$ cat src/idq_cfg_pkg.sv
`default_nettype none

package idq_cfg_pkg;

    // Width of the ID that every stored element carries
    localparam int ID_WIDTH = 3;

    // Maximum number of stored elements over all IDs together
    localparam int CAPACITY = 8;

    // Width of an element's payload, also used for the search word and mask
    localparam int DATA_WIDTH = 16;

    // Number of distinct IDs that the ID field can express
    localparam int NUM_IDS = 2 ** ID_WIDTH;

    // The head-tail table never needs more entries than there are IDs or elements
    localparam int HT_CAPACITY = (NUM_IDS <= CAPACITY) ? NUM_IDS : CAPACITY;

    // Index widths into the two tables
    localparam int LD_IDX_WIDTH = $clog2(CAPACITY);
    localparam int HT_IDX_WIDTH = $clog2(HT_CAPACITY);

    // Element ID
    typedef logic [ID_WIDTH-1:0] id_t;

    // Element payload, search word and search mask
    typedef logic [DATA_WIDTH-1:0] data_t;

    // Slot number in the linked data table
    typedef logic [LD_IDX_WIDTH-1:0] ld_idx_t;

    // Entry number in the head-tail table
    typedef logic [HT_IDX_WIDTH-1:0] ht_idx_t;

endpackage

`default_nettype wire

$ cat src/idq_op_pkg.sv
`default_nettype none

package idq_op_pkg;

    // Access that the arbiter grants in the current cycle
    // Only one of push, read and pop can happen per cycle (half bandwidth)
    typedef enum logic [1:0] {
        // No access, the tables hold their contents
        OP_IDLE = 2'd0,
        // Append an element to the subqueue of its ID
        OP_PUSH = 2'd1,
        // Return the head of an ID and leave it in place
        OP_READ = 2'd2,
        // Return the head of an ID and remove it
        OP_POP  = 2'd3
    } op_e;

endpackage

`default_nettype wire

$ cat src/idq_port_arbiter.sv
`timescale 1ns/1ps
`default_nettype none

module idq_port_arbiter (
    input  logic                clk_i,
    input  logic                rst_ni,
    input  logic                inp_req_i,
    input  logic                oup_req_i,
    input  logic                oup_pop_i,
    input  logic                full_i,
    input  idq_cfg_pkg::id_t    inp_id_i,
    input  idq_cfg_pkg::id_t    oup_id_i,
    output logic                inp_gnt_o,
    output logic                oup_gnt_o,
    output logic                alloc_o,
    output idq_op_pkg::op_e     op_o,
    output idq_cfg_pkg::id_t    match_id_o
);

    logic push_win;

    // The input side accepts whenever a slot is free
    assign inp_gnt_o = !full_i;

    // A push handshake takes the single access slot of this cycle
    assign push_win = inp_req_i && !full_i;

    // Output requests are always served unless a push owns the slot
    assign oup_gnt_o = oup_req_i && !push_win;

    always_comb begin
        op_o = idq_op_pkg::OP_IDLE;
        if (push_win) begin
            op_o = idq_op_pkg::OP_PUSH;
        end else if (oup_req_i) begin
            // Without pop the head is only looked at
            op_o = oup_pop_i ? idq_op_pkg::OP_POP : idq_op_pkg::OP_READ;
        end
    end

    // The head-tail table searches for the ID of whichever side won
    assign match_id_o = push_win ? inp_id_i : oup_id_i;

    // A push always needs a fresh slot in the data table
    assign alloc_o = (op_o == idq_op_pkg::OP_PUSH);

    // A push refused for lack of space has no buffer, so it stays requested
    a_push_held: assert property (
        @(posedge clk_i) disable iff (!rst_ni)
        (inp_req_i && !inp_gnt_o) |=> inp_req_i
    ) else $error("Refused push request was dropped before its grant");

endmodule

`default_nettype wire

$ cat src/idq_head_tail_table.sv
`timescale 1ns/1ps
`default_nettype none

module idq_head_tail_table (
    input  logic                    clk_i,
    input  logic                    rst_ni,
    input  idq_op_pkg::op_e         op_i,
    input  idq_cfg_pkg::id_t        match_id_i,
    input  idq_cfg_pkg::ld_idx_t    free_idx_i,
    input  idq_cfg_pkg::ld_idx_t    rd_next_i,
    output logic                    hit_o,
    output logic                    link_o,
    output logic                    release_o,
    output idq_cfg_pkg::ld_idx_t    rd_idx_o,
    output idq_cfg_pkg::ld_idx_t    link_idx_o,
    output idq_cfg_pkg::ld_idx_t    release_idx_o
);

    // One entry per active ID, holding the ends of its linked subqueue
    idq_cfg_pkg::id_t       ht_id_q   [idq_cfg_pkg::HT_CAPACITY];
    idq_cfg_pkg::ld_idx_t   ht_head_q [idq_cfg_pkg::HT_CAPACITY];
    idq_cfg_pkg::ld_idx_t   ht_tail_q [idq_cfg_pkg::HT_CAPACITY];
    logic [idq_cfg_pkg::HT_CAPACITY-1:0] ht_free_q;

    logic [idq_cfg_pkg::HT_CAPACITY-1:0] match_vec;
    idq_cfg_pkg::ht_idx_t   match_idx;
    idq_cfg_pkg::ht_idx_t   free_ht_idx;
    logic                   id_present;
    logic                   is_output;
    logic                   head_is_tail;

    // Scan from the top so that the lowest matching and lowest free entries win
    always_comb begin
        match_vec   = '0;
        match_idx   = '0;
        free_ht_idx = '0;
        for (int i = idq_cfg_pkg::HT_CAPACITY - 1; i >= 0; i--) begin
            // Free entries hold stale IDs and must not match
            match_vec[i] = !ht_free_q[i] && (ht_id_q[i] == match_id_i);
            if (match_vec[i]) begin
                match_idx = idq_cfg_pkg::ht_idx_t'(i);
            end
            if (ht_free_q[i]) begin
                free_ht_idx = idq_cfg_pkg::ht_idx_t'(i);
            end
        end
    end

    assign id_present = |match_vec;
    assign is_output  = (op_i == idq_op_pkg::OP_READ) || (op_i == idq_op_pkg::OP_POP);

    // Valid output data only for a granted read or pop of a present ID
    assign hit_o    = id_present && is_output;
    assign rd_idx_o = ht_head_q[match_idx];

    // Appending to an existing subqueue chains the old tail to the new slot
    assign link_o     = id_present && (op_i == idq_op_pkg::OP_PUSH);
    assign link_idx_o = ht_tail_q[match_idx];

    // A pop hands the old head back to the free pool
    assign release_o     = id_present && (op_i == idq_op_pkg::OP_POP);
    assign release_idx_o = ht_head_q[match_idx];

    // The last element of an ID sits in both head and tail
    assign head_is_tail = (ht_head_q[match_idx] == ht_tail_q[match_idx]);

    always_ff @(posedge clk_i or negedge rst_ni) begin
        if (!rst_ni) begin
            ht_free_q <= '1;
            for (int i = 0; i < idq_cfg_pkg::HT_CAPACITY; i++) begin
                ht_id_q[i]   <= '0;
                ht_head_q[i] <= '0;
                ht_tail_q[i] <= '0;
            end
        end else begin
            case (op_i)
                idq_op_pkg::OP_PUSH: begin
                    if (id_present) begin
                        // Existing ID, the new slot becomes its tail
                        ht_tail_q[match_idx] <= free_idx_i;
                    end else begin
                        // New ID, open an entry with a one-element subqueue
                        ht_id_q[free_ht_idx]   <= match_id_i;
                        ht_head_q[free_ht_idx] <= free_idx_i;
                        ht_tail_q[free_ht_idx] <= free_idx_i;
                        ht_free_q[free_ht_idx] <= 1'b0;
                    end
                end
                idq_op_pkg::OP_POP: begin
                    if (id_present) begin
                        if (head_is_tail) begin
                            // Subqueue is now empty, so the ID leaves the table
                            ht_free_q[match_idx] <= 1'b1;
                        end else begin
                            ht_head_q[match_idx] <= rd_next_i;
                        end
                    end
                end
                default: begin
                    // Reads and idle cycles leave the table untouched
                end
            endcase
        end
    end

    // Each ID owns at most one entry, which the push path must keep true
    a_unique_match: assert property (
        @(posedge clk_i) disable iff (!rst_ni)
        $onehot0(match_vec)
    ) else $error("Several head-tail entries match the same ID");

endmodule

`default_nettype wire

$ cat src/idq_linked_data_table.sv
`timescale 1ns/1ps
`default_nettype none

module idq_linked_data_table (
    input  logic                    clk_i,
    input  logic                    rst_ni,
    input  logic                    alloc_i,
    input  logic                    link_i,
    input  logic                    release_i,
    input  idq_cfg_pkg::data_t      inp_data_i,
    input  idq_cfg_pkg::ld_idx_t    link_idx_i,
    input  idq_cfg_pkg::ld_idx_t    release_idx_i,
    input  idq_cfg_pkg::ld_idx_t    rd_idx_i,
    output idq_cfg_pkg::ld_idx_t    free_idx_o,
    output idq_cfg_pkg::ld_idx_t    rd_next_o,
    output idq_cfg_pkg::data_t      rd_data_o,
    output logic                    full_o,
    output idq_cfg_pkg::data_t [idq_cfg_pkg::CAPACITY-1:0] occ_data_o,
    output logic [idq_cfg_pkg::CAPACITY-1:0]               occ_valid_o
);

    // Element storage, each slot also points at the next element of its ID
    idq_cfg_pkg::data_t   data_q [idq_cfg_pkg::CAPACITY];
    idq_cfg_pkg::ld_idx_t next_q [idq_cfg_pkg::CAPACITY];
    logic [idq_cfg_pkg::CAPACITY-1:0] free_q;

    // Lowest free slot, found by scanning downwards
    always_comb begin
        free_idx_o = '0;
        for (int i = idq_cfg_pkg::CAPACITY - 1; i >= 0; i--) begin
            if (free_q[i]) begin
                free_idx_o = idq_cfg_pkg::ld_idx_t'(i);
            end
        end
    end

    // No free slot left means the queue is full
    assign full_o = ~|free_q;

    // Head lookup for the output port and for advancing the head on a pop
    assign rd_data_o = data_q[rd_idx_i];
    assign rd_next_o = next_q[rd_idx_i];

    // All slots go to the search, qualified by occupancy
    always_comb begin
        for (int i = 0; i < idq_cfg_pkg::CAPACITY; i++) begin
            occ_data_o[i] = data_q[i];
        end
    end
    assign occ_valid_o = ~free_q;

    // A push stores its payload in the lowest free slot
    always_ff @(posedge clk_i) begin
        if (alloc_i) begin
            data_q[free_idx_o] <= inp_data_i;
        end
        if (link_i) begin
            // The old tail of the pushed ID now points at the new slot
            next_q[link_idx_i] <= free_idx_o;
        end
    end

    always_ff @(posedge clk_i or negedge rst_ni) begin
        if (!rst_ni) begin
            free_q <= '1;
        end else begin
            if (alloc_i) begin
                free_q[free_idx_o] <= 1'b0;
            end
            if (release_i) begin
                free_q[release_idx_i] <= 1'b1;
            end
        end
    end

    // The arbiter must hold back pushes while every slot is taken
    a_no_alloc_full: assert property (
        @(posedge clk_i) disable iff (!rst_ni)
        alloc_i |-> !full_o
    ) else $error("Allocation requested while the data table is full");

endmodule

`default_nettype wire

$ cat src/idq_exists_search.sv
`timescale 1ns/1ps
`default_nettype none

module idq_exists_search (
    input  logic                exists_req_i,
    input  idq_cfg_pkg::data_t  exists_data_i,
    input  idq_cfg_pkg::data_t  exists_mask_i,
    input  idq_cfg_pkg::data_t [idq_cfg_pkg::CAPACITY-1:0] occ_data_i,
    input  logic [idq_cfg_pkg::CAPACITY-1:0]               occ_valid_i,
    output logic                exists_o,
    output logic                exists_gnt_o
);

    logic [idq_cfg_pkg::CAPACITY-1:0] slot_match;

    // A slot matches when it is occupied and no masked bit differs
    always_comb begin
        for (int i = 0; i < idq_cfg_pkg::CAPACITY; i++) begin
            // Bits outside the mask are ignored, so an empty mask matches any stored word
            slot_match[i] = occ_valid_i[i] &&
                            (((occ_data_i[i] ^ exists_data_i) & exists_mask_i) == '0);
        end
    end

    // The search never conflicts with push or pop, so it is granted at once
    assign exists_gnt_o = exists_req_i;

    // One hit anywhere in the queue is enough
    assign exists_o = exists_req_i && (|slot_match);

endmodule

`default_nettype wire

$ cat src/id_queue_top.sv
`timescale 1ns/1ps
`default_nettype none

module id_queue_top (
    input  logic                clk_i,
    input  logic                rst_ni,
    input  logic                inp_req_i,
    input  idq_cfg_pkg::id_t    inp_id_i,
    input  idq_cfg_pkg::data_t  inp_data_i,
    output logic                inp_gnt_o,
    input  logic                oup_req_i,
    input  idq_cfg_pkg::id_t    oup_id_i,
    input  logic                oup_pop_i,
    output logic                oup_gnt_o,
    output idq_cfg_pkg::data_t  oup_data_o,
    output logic                oup_data_valid_o,
    input  logic                exists_req_i,
    input  idq_cfg_pkg::data_t  exists_data_i,
    input  idq_cfg_pkg::data_t  exists_mask_i,
    output logic                exists_o,
    output logic                exists_gnt_o
);

    idq_op_pkg::op_e        op;
    idq_cfg_pkg::id_t       match_id;
    logic                   alloc;
    logic                   full;
    logic                   link;
    logic                   ld_release;
    idq_cfg_pkg::ld_idx_t   free_idx;
    idq_cfg_pkg::ld_idx_t   rd_idx;
    idq_cfg_pkg::ld_idx_t   rd_next;
    idq_cfg_pkg::ld_idx_t   link_idx;
    idq_cfg_pkg::ld_idx_t   release_idx;
    idq_cfg_pkg::data_t [idq_cfg_pkg::CAPACITY-1:0] occ_data;
    logic [idq_cfg_pkg::CAPACITY-1:0]               occ_valid;

    // Picks the single access of this cycle, push first
    idq_port_arbiter u_arbiter (
        .clk_i      (clk_i),
        .rst_ni     (rst_ni),
        .inp_req_i  (inp_req_i),
        .oup_req_i  (oup_req_i),
        .oup_pop_i  (oup_pop_i),
        .full_i     (full),
        .inp_id_i   (inp_id_i),
        .oup_id_i   (oup_id_i),
        .inp_gnt_o  (inp_gnt_o),
        .oup_gnt_o  (oup_gnt_o),
        .alloc_o    (alloc),
        .op_o       (op),
        .match_id_o (match_id)
    );

    // Decides presence of an ID and drives the data table's commands
    idq_head_tail_table u_head_tail (
        .clk_i         (clk_i),
        .rst_ni        (rst_ni),
        .op_i          (op),
        .match_id_i    (match_id),
        .free_idx_i    (free_idx),
        .rd_next_i     (rd_next),
        .hit_o         (oup_data_valid_o),
        .link_o        (link),
        .release_o     (ld_release),
        .rd_idx_o      (rd_idx),
        .link_idx_o    (link_idx),
        .release_idx_o (release_idx)
    );

    idq_linked_data_table u_linked_data (
        .clk_i         (clk_i),
        .rst_ni        (rst_ni),
        .alloc_i       (alloc),
        .link_i        (link),
        .release_i     (ld_release),
        .inp_data_i    (inp_data_i),
        .link_idx_i    (link_idx),
        .release_idx_i (release_idx),
        .rd_idx_i      (rd_idx),
        .free_idx_o    (free_idx),
        .rd_next_o     (rd_next),
        .rd_data_o     (oup_data_o),
        .full_o        (full),
        .occ_data_o    (occ_data),
        .occ_valid_o   (occ_valid)
    );

    // Runs on the stored words alone, independent of push and pop
    idq_exists_search u_exists (
        .exists_req_i  (exists_req_i),
        .exists_data_i (exists_data_i),
        .exists_mask_i (exists_mask_i),
        .occ_data_i    (occ_data),
        .occ_valid_i   (occ_valid),
        .exists_o      (exists_o),
        .exists_gnt_o  (exists_gnt_o)
    );

endmodule

`default_nettype wire

$ cat config.mk
export PLATFORM = sky130hd
export DESIGN_NAME = id_queue_top
export DESIGN_NICKNAME = d
export VERILOG_FILES = /design/src/idq_cfg_pkg.sv /design/src/idq_op_pkg.sv /design/src/idq_port_arbiter.sv /design/src/idq_head_tail_table.sv /design/src/idq_linked_data_table.sv /design/src/idq_exists_search.sv /design/src/id_queue_top.sv
export SDC_FILE = /design/constraint.sdc
export NUM_CORES = 1
export LEC_CHECK = 0
export ABC_AREA = 1
export BUFFER_PORTS_ARGS = -buffer_cell sky130_fd_sc_hd__buf_2
export CAP_MARGIN = 5
export CORE_UTILIZATION = 45
export CTS_CLUSTER_DIAMETER = 80
export DETAILED_ROUTE_END_ITERATION = 8
export PLACE_DENSITY = 0.66
export SLEW_MARGIN = 20
export SYNTH_ARGS = -nofsm -noshare
export SYNTH_HDL_FRONTEND = slang
export SYNTH_SLANG_ARGS = --single-unit
$ cat constraint.sdc
create_clock -name clk_i -period 7.25 [get_ports clk_i]
set_input_delay 0.3625 -clock clk_i [delete_from_list [all_inputs] [get_ports clk_i]]
set_output_delay 0.3625 -clock clk_i [all_outputs]
set_load 0.005 [all_outputs]
=== Word-level counts from Yosys, hierarchy flattened ===
Memory sizes are Yosys's and may differ from the RTL's.
Index checks and enable logic that the tools add are counted.

* Output and inout bits: 21
* Bits in read-only memories: 0
* Input port bits: 60
* Memory bits (writable): 152
* Latch bits: 0
* Memories: 2
* Logic and storage cells: 201
* Register bits: 88

* Reduce and logical (&&, ||, !) cells: 53
* Add/sub/neg operators: 0
* $mul: 0
* Shift operators: 0
* Equal/unequal tests: 16
* Multiplexer cells: 66
* Magnitude comparators: 12
* Divide/modulo/power cells: 0
* Bitwise operators: 26

{| class="wikitable"
|+ Memory list
! memory !! depth !! bits a word !! rd ports !! clocked after Yosys merged registers in !! wr ports !! RTL line !! source
|-
| u_linked_data.data_q || 8 || 16 || 9 || 0 || 1 || idq_linked_data_table.sv:23 || <nowiki>idq_cfg_pkg::data_t data_q [idq_cfg_pkg::CAPACITY];</nowiki>
|-
| u_linked_data.next_q || 8 || 3 || 1 || 0 || 1 || idq_linked_data_table.sv:24 || <nowiki>idq_cfg_pkg::ld_idx_t next_q [idq_cfg_pkg::CAPACITY];</nowiki>
|}

{| class="wikitable"
|+ Operators by type and width
! kind !! count
|-
| $and 16x16->16 || 8
|-
| $logic_not 16->1 || 8
|-
| $xor 16x16->16 || 8
|-
| $bwmux 24 || 5
|-
| $mux 24 || 4
|-
| $mux 3 || 31
|-
| $pmux 24 s2 || 1
|-
| $mux 8 || 5
|-
| $logic_and 1x1->1 || 28
|-
| $eq 3x3->1 || 9
|-
| $not 8->8 || 3
|-
| $reduce_or 8->1 || 3
|-
| $bmux 3 s3 || 2
|-
| $demux 3 s3 || 2
|-
| $and 8x8->8 || 2
|-
| $lt 3x4->1 const B || 4
|-
| $or 8x8->8 || 2
|-
| $pmux 8 s2 || 1
|-
| $demux 1 s3 || 4
|-
| $ge 3x1->1 const B || 4
|-
| $logic_not 1->1 || 9
|-
| $mux 1 || 9
|-
| $ge 4x4->1 const B || 2
|-
| $lt 4x1->1 const B || 2
|-
| 11 further kinds || 17
|}

=== Depth between registers and ports, before layout ===
* Word-level depth: 23
* Gate-level depth with buffers: 33
* Gate-level depth less buffers: 30

=== Hierarchy ===
Synthesis repeated with hierarchy kept, for this count alone.

* Cells, all modules: 1942
* Area, all modules: 14493.9 um^2

{| class="wikitable"
|+ Modules (own cells, without submodules)
! module !! cells an instance !! times used !! seq. area each (um^2) !! area an instance (um^2)
|-
| idq_linked_data_table || 548 || 1 || 4774.6 || 6502.5
|-
| idq_head_tail_table || 748 || 1 || 2011.9 || 5235.0
|-
| idq_exists_search || 629 || 1 || 0.0 || 2680.1
|-
| idq_port_arbiter || 17 || 1 || 0.0 || 76.3
|}

=== Least setup slack after synthesis ===
Ideal clock, no wire load.

* Path type: register -> output
* From: register u_linked_data.free_q[7] in the netlist's numbering
* To: output oup_data_o[10]
* Data arrival time: 3.198 ns
* Cell stages (with the launch flop): 29
* Required time: 6.888 ns
* Path buffers: 4
* Slack: 3.689 ns
* Path through: dfstp_2 > nor2_1 > nand2_1 > inv_2 > nand2_2 > nand3_2 > nand2_4 > nand2_1 > nand2_1 > nand2_1 > nor2_1 > nand2_1 > nand2_1 > nand2_1 > nand2_1 > nand2_1 > nand2_4 > nand2_2 > buf_6 > nand3_1 > nand2_1 > nor2_4 > nand2_2 > buf_6 > buf_2 > buf_2 > o21ai_0 > o22ai_1 > or2_1

* Longest elaborated chain between the ends: 18
* Elaborated cells on any way between the ends: 32
* Those cells by class: eq/ne (8); mux (12); bitwise (1); reduce/logical (10); memory (1)

{| class="wikitable"
|+ RTL lines
! item !! RTL line !! source
|-
| start, declared || idq_linked_data_table.sv:25 || <nowiki>logic [idq_cfg_pkg::CAPACITY-1:0] free_q;</nowiki>
|-
| start signal, assigned || idq_linked_data_table.sv:65 || <nowiki>free_q <= '1;</nowiki>
|-
| start signal, assigned by index || idq_linked_data_table.sv:68 || <nowiki>free_q[free_idx_o] <= 1'b0;</nowiki>
|-
| start signal, assigned by index || idq_linked_data_table.sv:71 || <nowiki>free_q[release_idx_i] <= 1'b1;</nowiki>
|-
| $reduce_or 8->1 (*) || idq_linked_data_table.sv:38 || <nowiki>assign full_o = ~|free_q;</nowiki>
|-
| named net inp_gnt_o || id_queue_top.sv:10 || <nowiki>output logic inp_gnt_o,</nowiki>
|-
| $logic_and 1x1->1 (*) || idq_port_arbiter.sv:26 || <nowiki>assign push_win = inp_req_i && !full_i;</nowiki>
|-
| $mux 3 (*) || idq_port_arbiter.sv:42 || <nowiki>assign match_id_o = push_win ? inp_id_i : oup_id_i;</nowiki>
|-
| $eq 3x3->1 || idq_head_tail_table.sv:39 || <nowiki>match_vec[i] = !ht_free_q[i] && (ht_id_q[i] == match_id_i);</nowiki>
|-
| $logic_and 1x1->1 || idq_head_tail_table.sv:39 ||
|-
| $mux 3 (7 in a row) || idq_head_tail_table.sv:40 || <nowiki>if (match_vec[i]) begin</nowiki>
|-
| $mux 3 (*) || idq_head_tail_table.sv:40 ||
|-
| $not 3->4 (not written as such) (*) || idq_head_tail_table.sv:54 || <nowiki>assign rd_idx_o = ht_head_q[match_idx];</nowiki>
|-
| $bmux 3 s3 (*) || idq_head_tail_table.sv:54 ||
|-
| $mux 3 (not written as such) (*) (2 in a row) || idq_head_tail_table.sv:54 ||
|-
| $mem_v2 8x16 (*) || -- ||
|-
| end, declared || id_queue_top.sv:15 || <nowiki>output idq_cfg_pkg::data_t oup_data_o,</nowiki>
|}

The timed path passes the listed nets; every way through them passes the cells marked *. The select of a mux whose other input is x is not followed.

=== Final worst setup path ===
* From: register u_linked_data.free_q[7] in the netlist's numbering
* To: output oup_data_o[0]

* Longest elaborated chain between the ends: 18
* Elaborated cells on any way between the ends: 32
* Those cells by class: eq/ne (8); mux (12); bitwise (1); reduce/logical (10); memory (1)

{| class="wikitable"
|+ RTL lines
! item !! RTL line
|-
| $reduce_or 8->1 (*) || idq_linked_data_table.sv:38
|-
| $logic_and 1x1->1 (*) || idq_port_arbiter.sv:26
|-
| $mux 3 (*) || idq_port_arbiter.sv:42
|-
| $eq 3x3->1 || idq_head_tail_table.sv:39
|-
| $logic_and 1x1->1 || idq_head_tail_table.sv:39
|-
| $mux 3 (7 in a row) || idq_head_tail_table.sv:40
|-
| $mux 3 (*) || idq_head_tail_table.sv:40
|-
| $not 3->4 (not written as such) (*) || idq_head_tail_table.sv:54
|-
| $bmux 3 s3 (*) || idq_head_tail_table.sv:54
|-
| $mux 3 (not written as such) (*) (2 in a row) || idq_head_tail_table.sv:54
|-
| $mem_v2 8x16 (*) || --
|}

Mark *: on every way between the ends. The rest lies on a longest branch, timed or not. The select of a mux whose other input is x is not followed.

==> reports/qor.yml <==
sta:
  post-route-min-period_ns: 6.16
  min_period_over_period_pct: 84.9
  tightest_slew_ns: 1.12
  hold_violations: 0
  rsz0062_at_grt: "false"
  max_freq_mhz: 162
  tns_ns: 0
  relSlewSlack_pct: 25.3
  clock-skew-final_ns: 0.0219
  finalSetupViolations: 0
  layout_setup_ws_ns: 1.09
  slew_viol_final: 0
place:
  gp_congestion: 0.926
  post-place-ws_ns: 1.79
  dp_hpwl_mm: 29.0
  dpl_cell_area_mm2: 0.0147
  io_buffer_count: 80
finish:
  fin_area_mm2: 0.0157
  synthToLayoutAreaGrowth_pct: 12.6
  nets: 1872
  regArea_mm2: 0.00679
  mostFrequentLayoutCells: "nand2_1 (438), nor2_1 (184), o21ai_0 (183), inv_1 (157), edfxtp_1 (152)"
  multi_input_area_mm2: 0.00626
  drive_gt1_share_pct: 12.5
  fillCellCount: 2909
  final_common_cell: "nand2_1"
  finalCoreUtilization_pct: 51.5
  antenna_cells: 0
critical_path:
  end_kind: "output pin"
  rr_startpoint: "u_linked_data.free_q[7]"
  r2r_cells: 22
  required_ns: 6.89
  path_class: "flip-flop to output pin"
  crit_start: "u_linked_data.free_q[7]"
  crit_fanout: 26
  critPathLaunchType: "flip-flop"
  critical_path_arrival_ns: 5.79
min_path:
  hp-start: "inp_data_i[10]"
  hold_path_class: "input pin to flip-flop"
  whs_path_depth: 1
floorplanning:
  start_util_pct: 45.7
  coreArea_mm2: 0.0306
  die_area_mm2: 0.0318
  num_rows: 64
  die_x_um: 178
  io_pins: 81
  fp.dieH_um: 178
global_route:
  grt_pass1_vias: 11700
  overflow: 0
  antenna_found_initial: 0
  grt_max_degree: 74
  gr-usage-all-layers_pct: 26.2
  grt_pass1_wl_mm: 64.2
job:
  cap_violations: 0
clock_network:
  cts_num_sinks: 240
  max-clock-path-buffers: 3
  post_cts_resized: 0
  cts-buffers-inserted: 28
  root_buffer: "clkbuf_16"
  cts_tree: "built"
  clk_pin_slew_ns: 0.06
  htree_levels: 1
  clk_latency_ns: 0.56
outcome:
  status: "finished clean"
route:
  vias: 12600
  drt-total-wl_mm: 41.4
  routedWlPerCell_um: 18.6
  drtPass1Iterations: 8
  post_drt_via_cell_ratio: 5.66
  drt_iter0_markers: 1383
  route.detailed.drc: 0
  ant_nets: 0
yosys:
  avgSynthCellArea_um2: 7.98
  ys_async_sr_fraction_pct: 36.7
  synth_ff_type: "edfxtp_1"
  yosys_warnings: 0
  synth.distinct_cells: 47
  synth_edf_count: 152
  ys_seq_elements: 240
  ys_seq_area_share_pct: 48.5
  syn_nets: 1814
  synth_area_mm2: 0.0140
  syn_inst: 1754
worst max-delay path: stages, from the launching register on:
cell and delay [ns]:
dfstp_2 0.38, nor2_1 0.17, nand2_1 0.14, o21ai_4 0.52, nand2_2 0.12, nand2_1 0.32, nand2_1 0.09, nand2_1 0.07
nor2_1 0.06, nand2_4 0.25, nand2_1 0.13, nor2_1 0.87, nand4_1 0.17, nand2_1 0.11, nor2_1 0.05, inv_1 0.05
nor2_1 0.06, nor2_2 0.73, inv_2 0.27, a21oi_1 0.17, o21ai_0 0.09, o2111ai_1 0.19, buf_2 0.19
metal layers:
metal	GRT usage (%)	vias to the layer above	wire length (um)
met1	35.9	5870	17600
met4	11.0	0	1680
li1	-	6067	-
met5	0	-	0
met3	3.05	110	3120
met2	42.1	577	19000
kinds of logic after synthesis:
logic type	count (synthesis)	synth area share, %
xor+xnor	35	2.33
simple gates	883	27.7
flops	240	48.5
buf+inv	238	6.98
compound gates	358	14.5
area by class of cell:
type,count,area share [%]
Inverter,166,3.96
Timing Repair Buffer,100,3.53
Multi-Input combinational cell,1276,39.7
Sequential cell,240,43.1
Clock buffer,30,4.56
Tap cell,396,3.15
Clock inverter,22,1.98
repair_timing:
action,in CTS,in global routing
hold endpoints to repair,22,0
hold buffers,1,0
buffers inserted,0,0
cell usage after synthesis (all sizes together), types with 9 or more instances:
master	number	area, um^2
dfrtp	72	1800
nor4	11	68.8
inv	165	619
a31oi	13	81.3
dfstp	16	420
a21oi	71	367
o22ai	33	206
o21ai	197	997
nand3b	19	143
xnor2	12	124
nand2	457	1790
edfxtp	152	4560
clkbuf	39	148
xor2	23	201
nor2	202	811
buf	33	206
nand4	33	221
nand3	134	681
o2111ai	9	78.8
or2	23	144
flip-flops by register name, indices dropped and copies added (netlist names):
signal	count
u_linked_data.free_q	8
u_head_tail.ht_id_q	24
u_linked_data.data_q	128
u_head_tail.ht_free_q	8
u_head_tail.ht_head_q	24
u_linked_data.next_q	24
u_head_tail.ht_tail_q	24
final timing paths:
kind	endpoint	slack, ns
max in group asynchronous	u_head_tail.ht_id_q[11]	5.82
worst max-delay path	oup_data_o[0]	1.09
worst min register to register	u_head_tail.ht_head_q[1]	0.48
min in group asynchronous	u_head_tail.ht_head_q[23]	0.23
worst min-delay path	u_linked_data.data_q[3][10]	0.06
worst max register to register	u_head_tail.ht_head_q[11]	1.84
through the flow:
step           instances  hold WS [ns]
3_5_place_dp        2177         0.277
3_3_place_gp        2177         0.275
2_1_floorplan       1754        0.0669
4_1_cts             2230        0.0475
6_report            2230        0.0639
5_1_grt             2230        0.0684
Power is not shown: default switching activity piles up to over one toggle a cycle in this logic, so the estimate is an artifact.
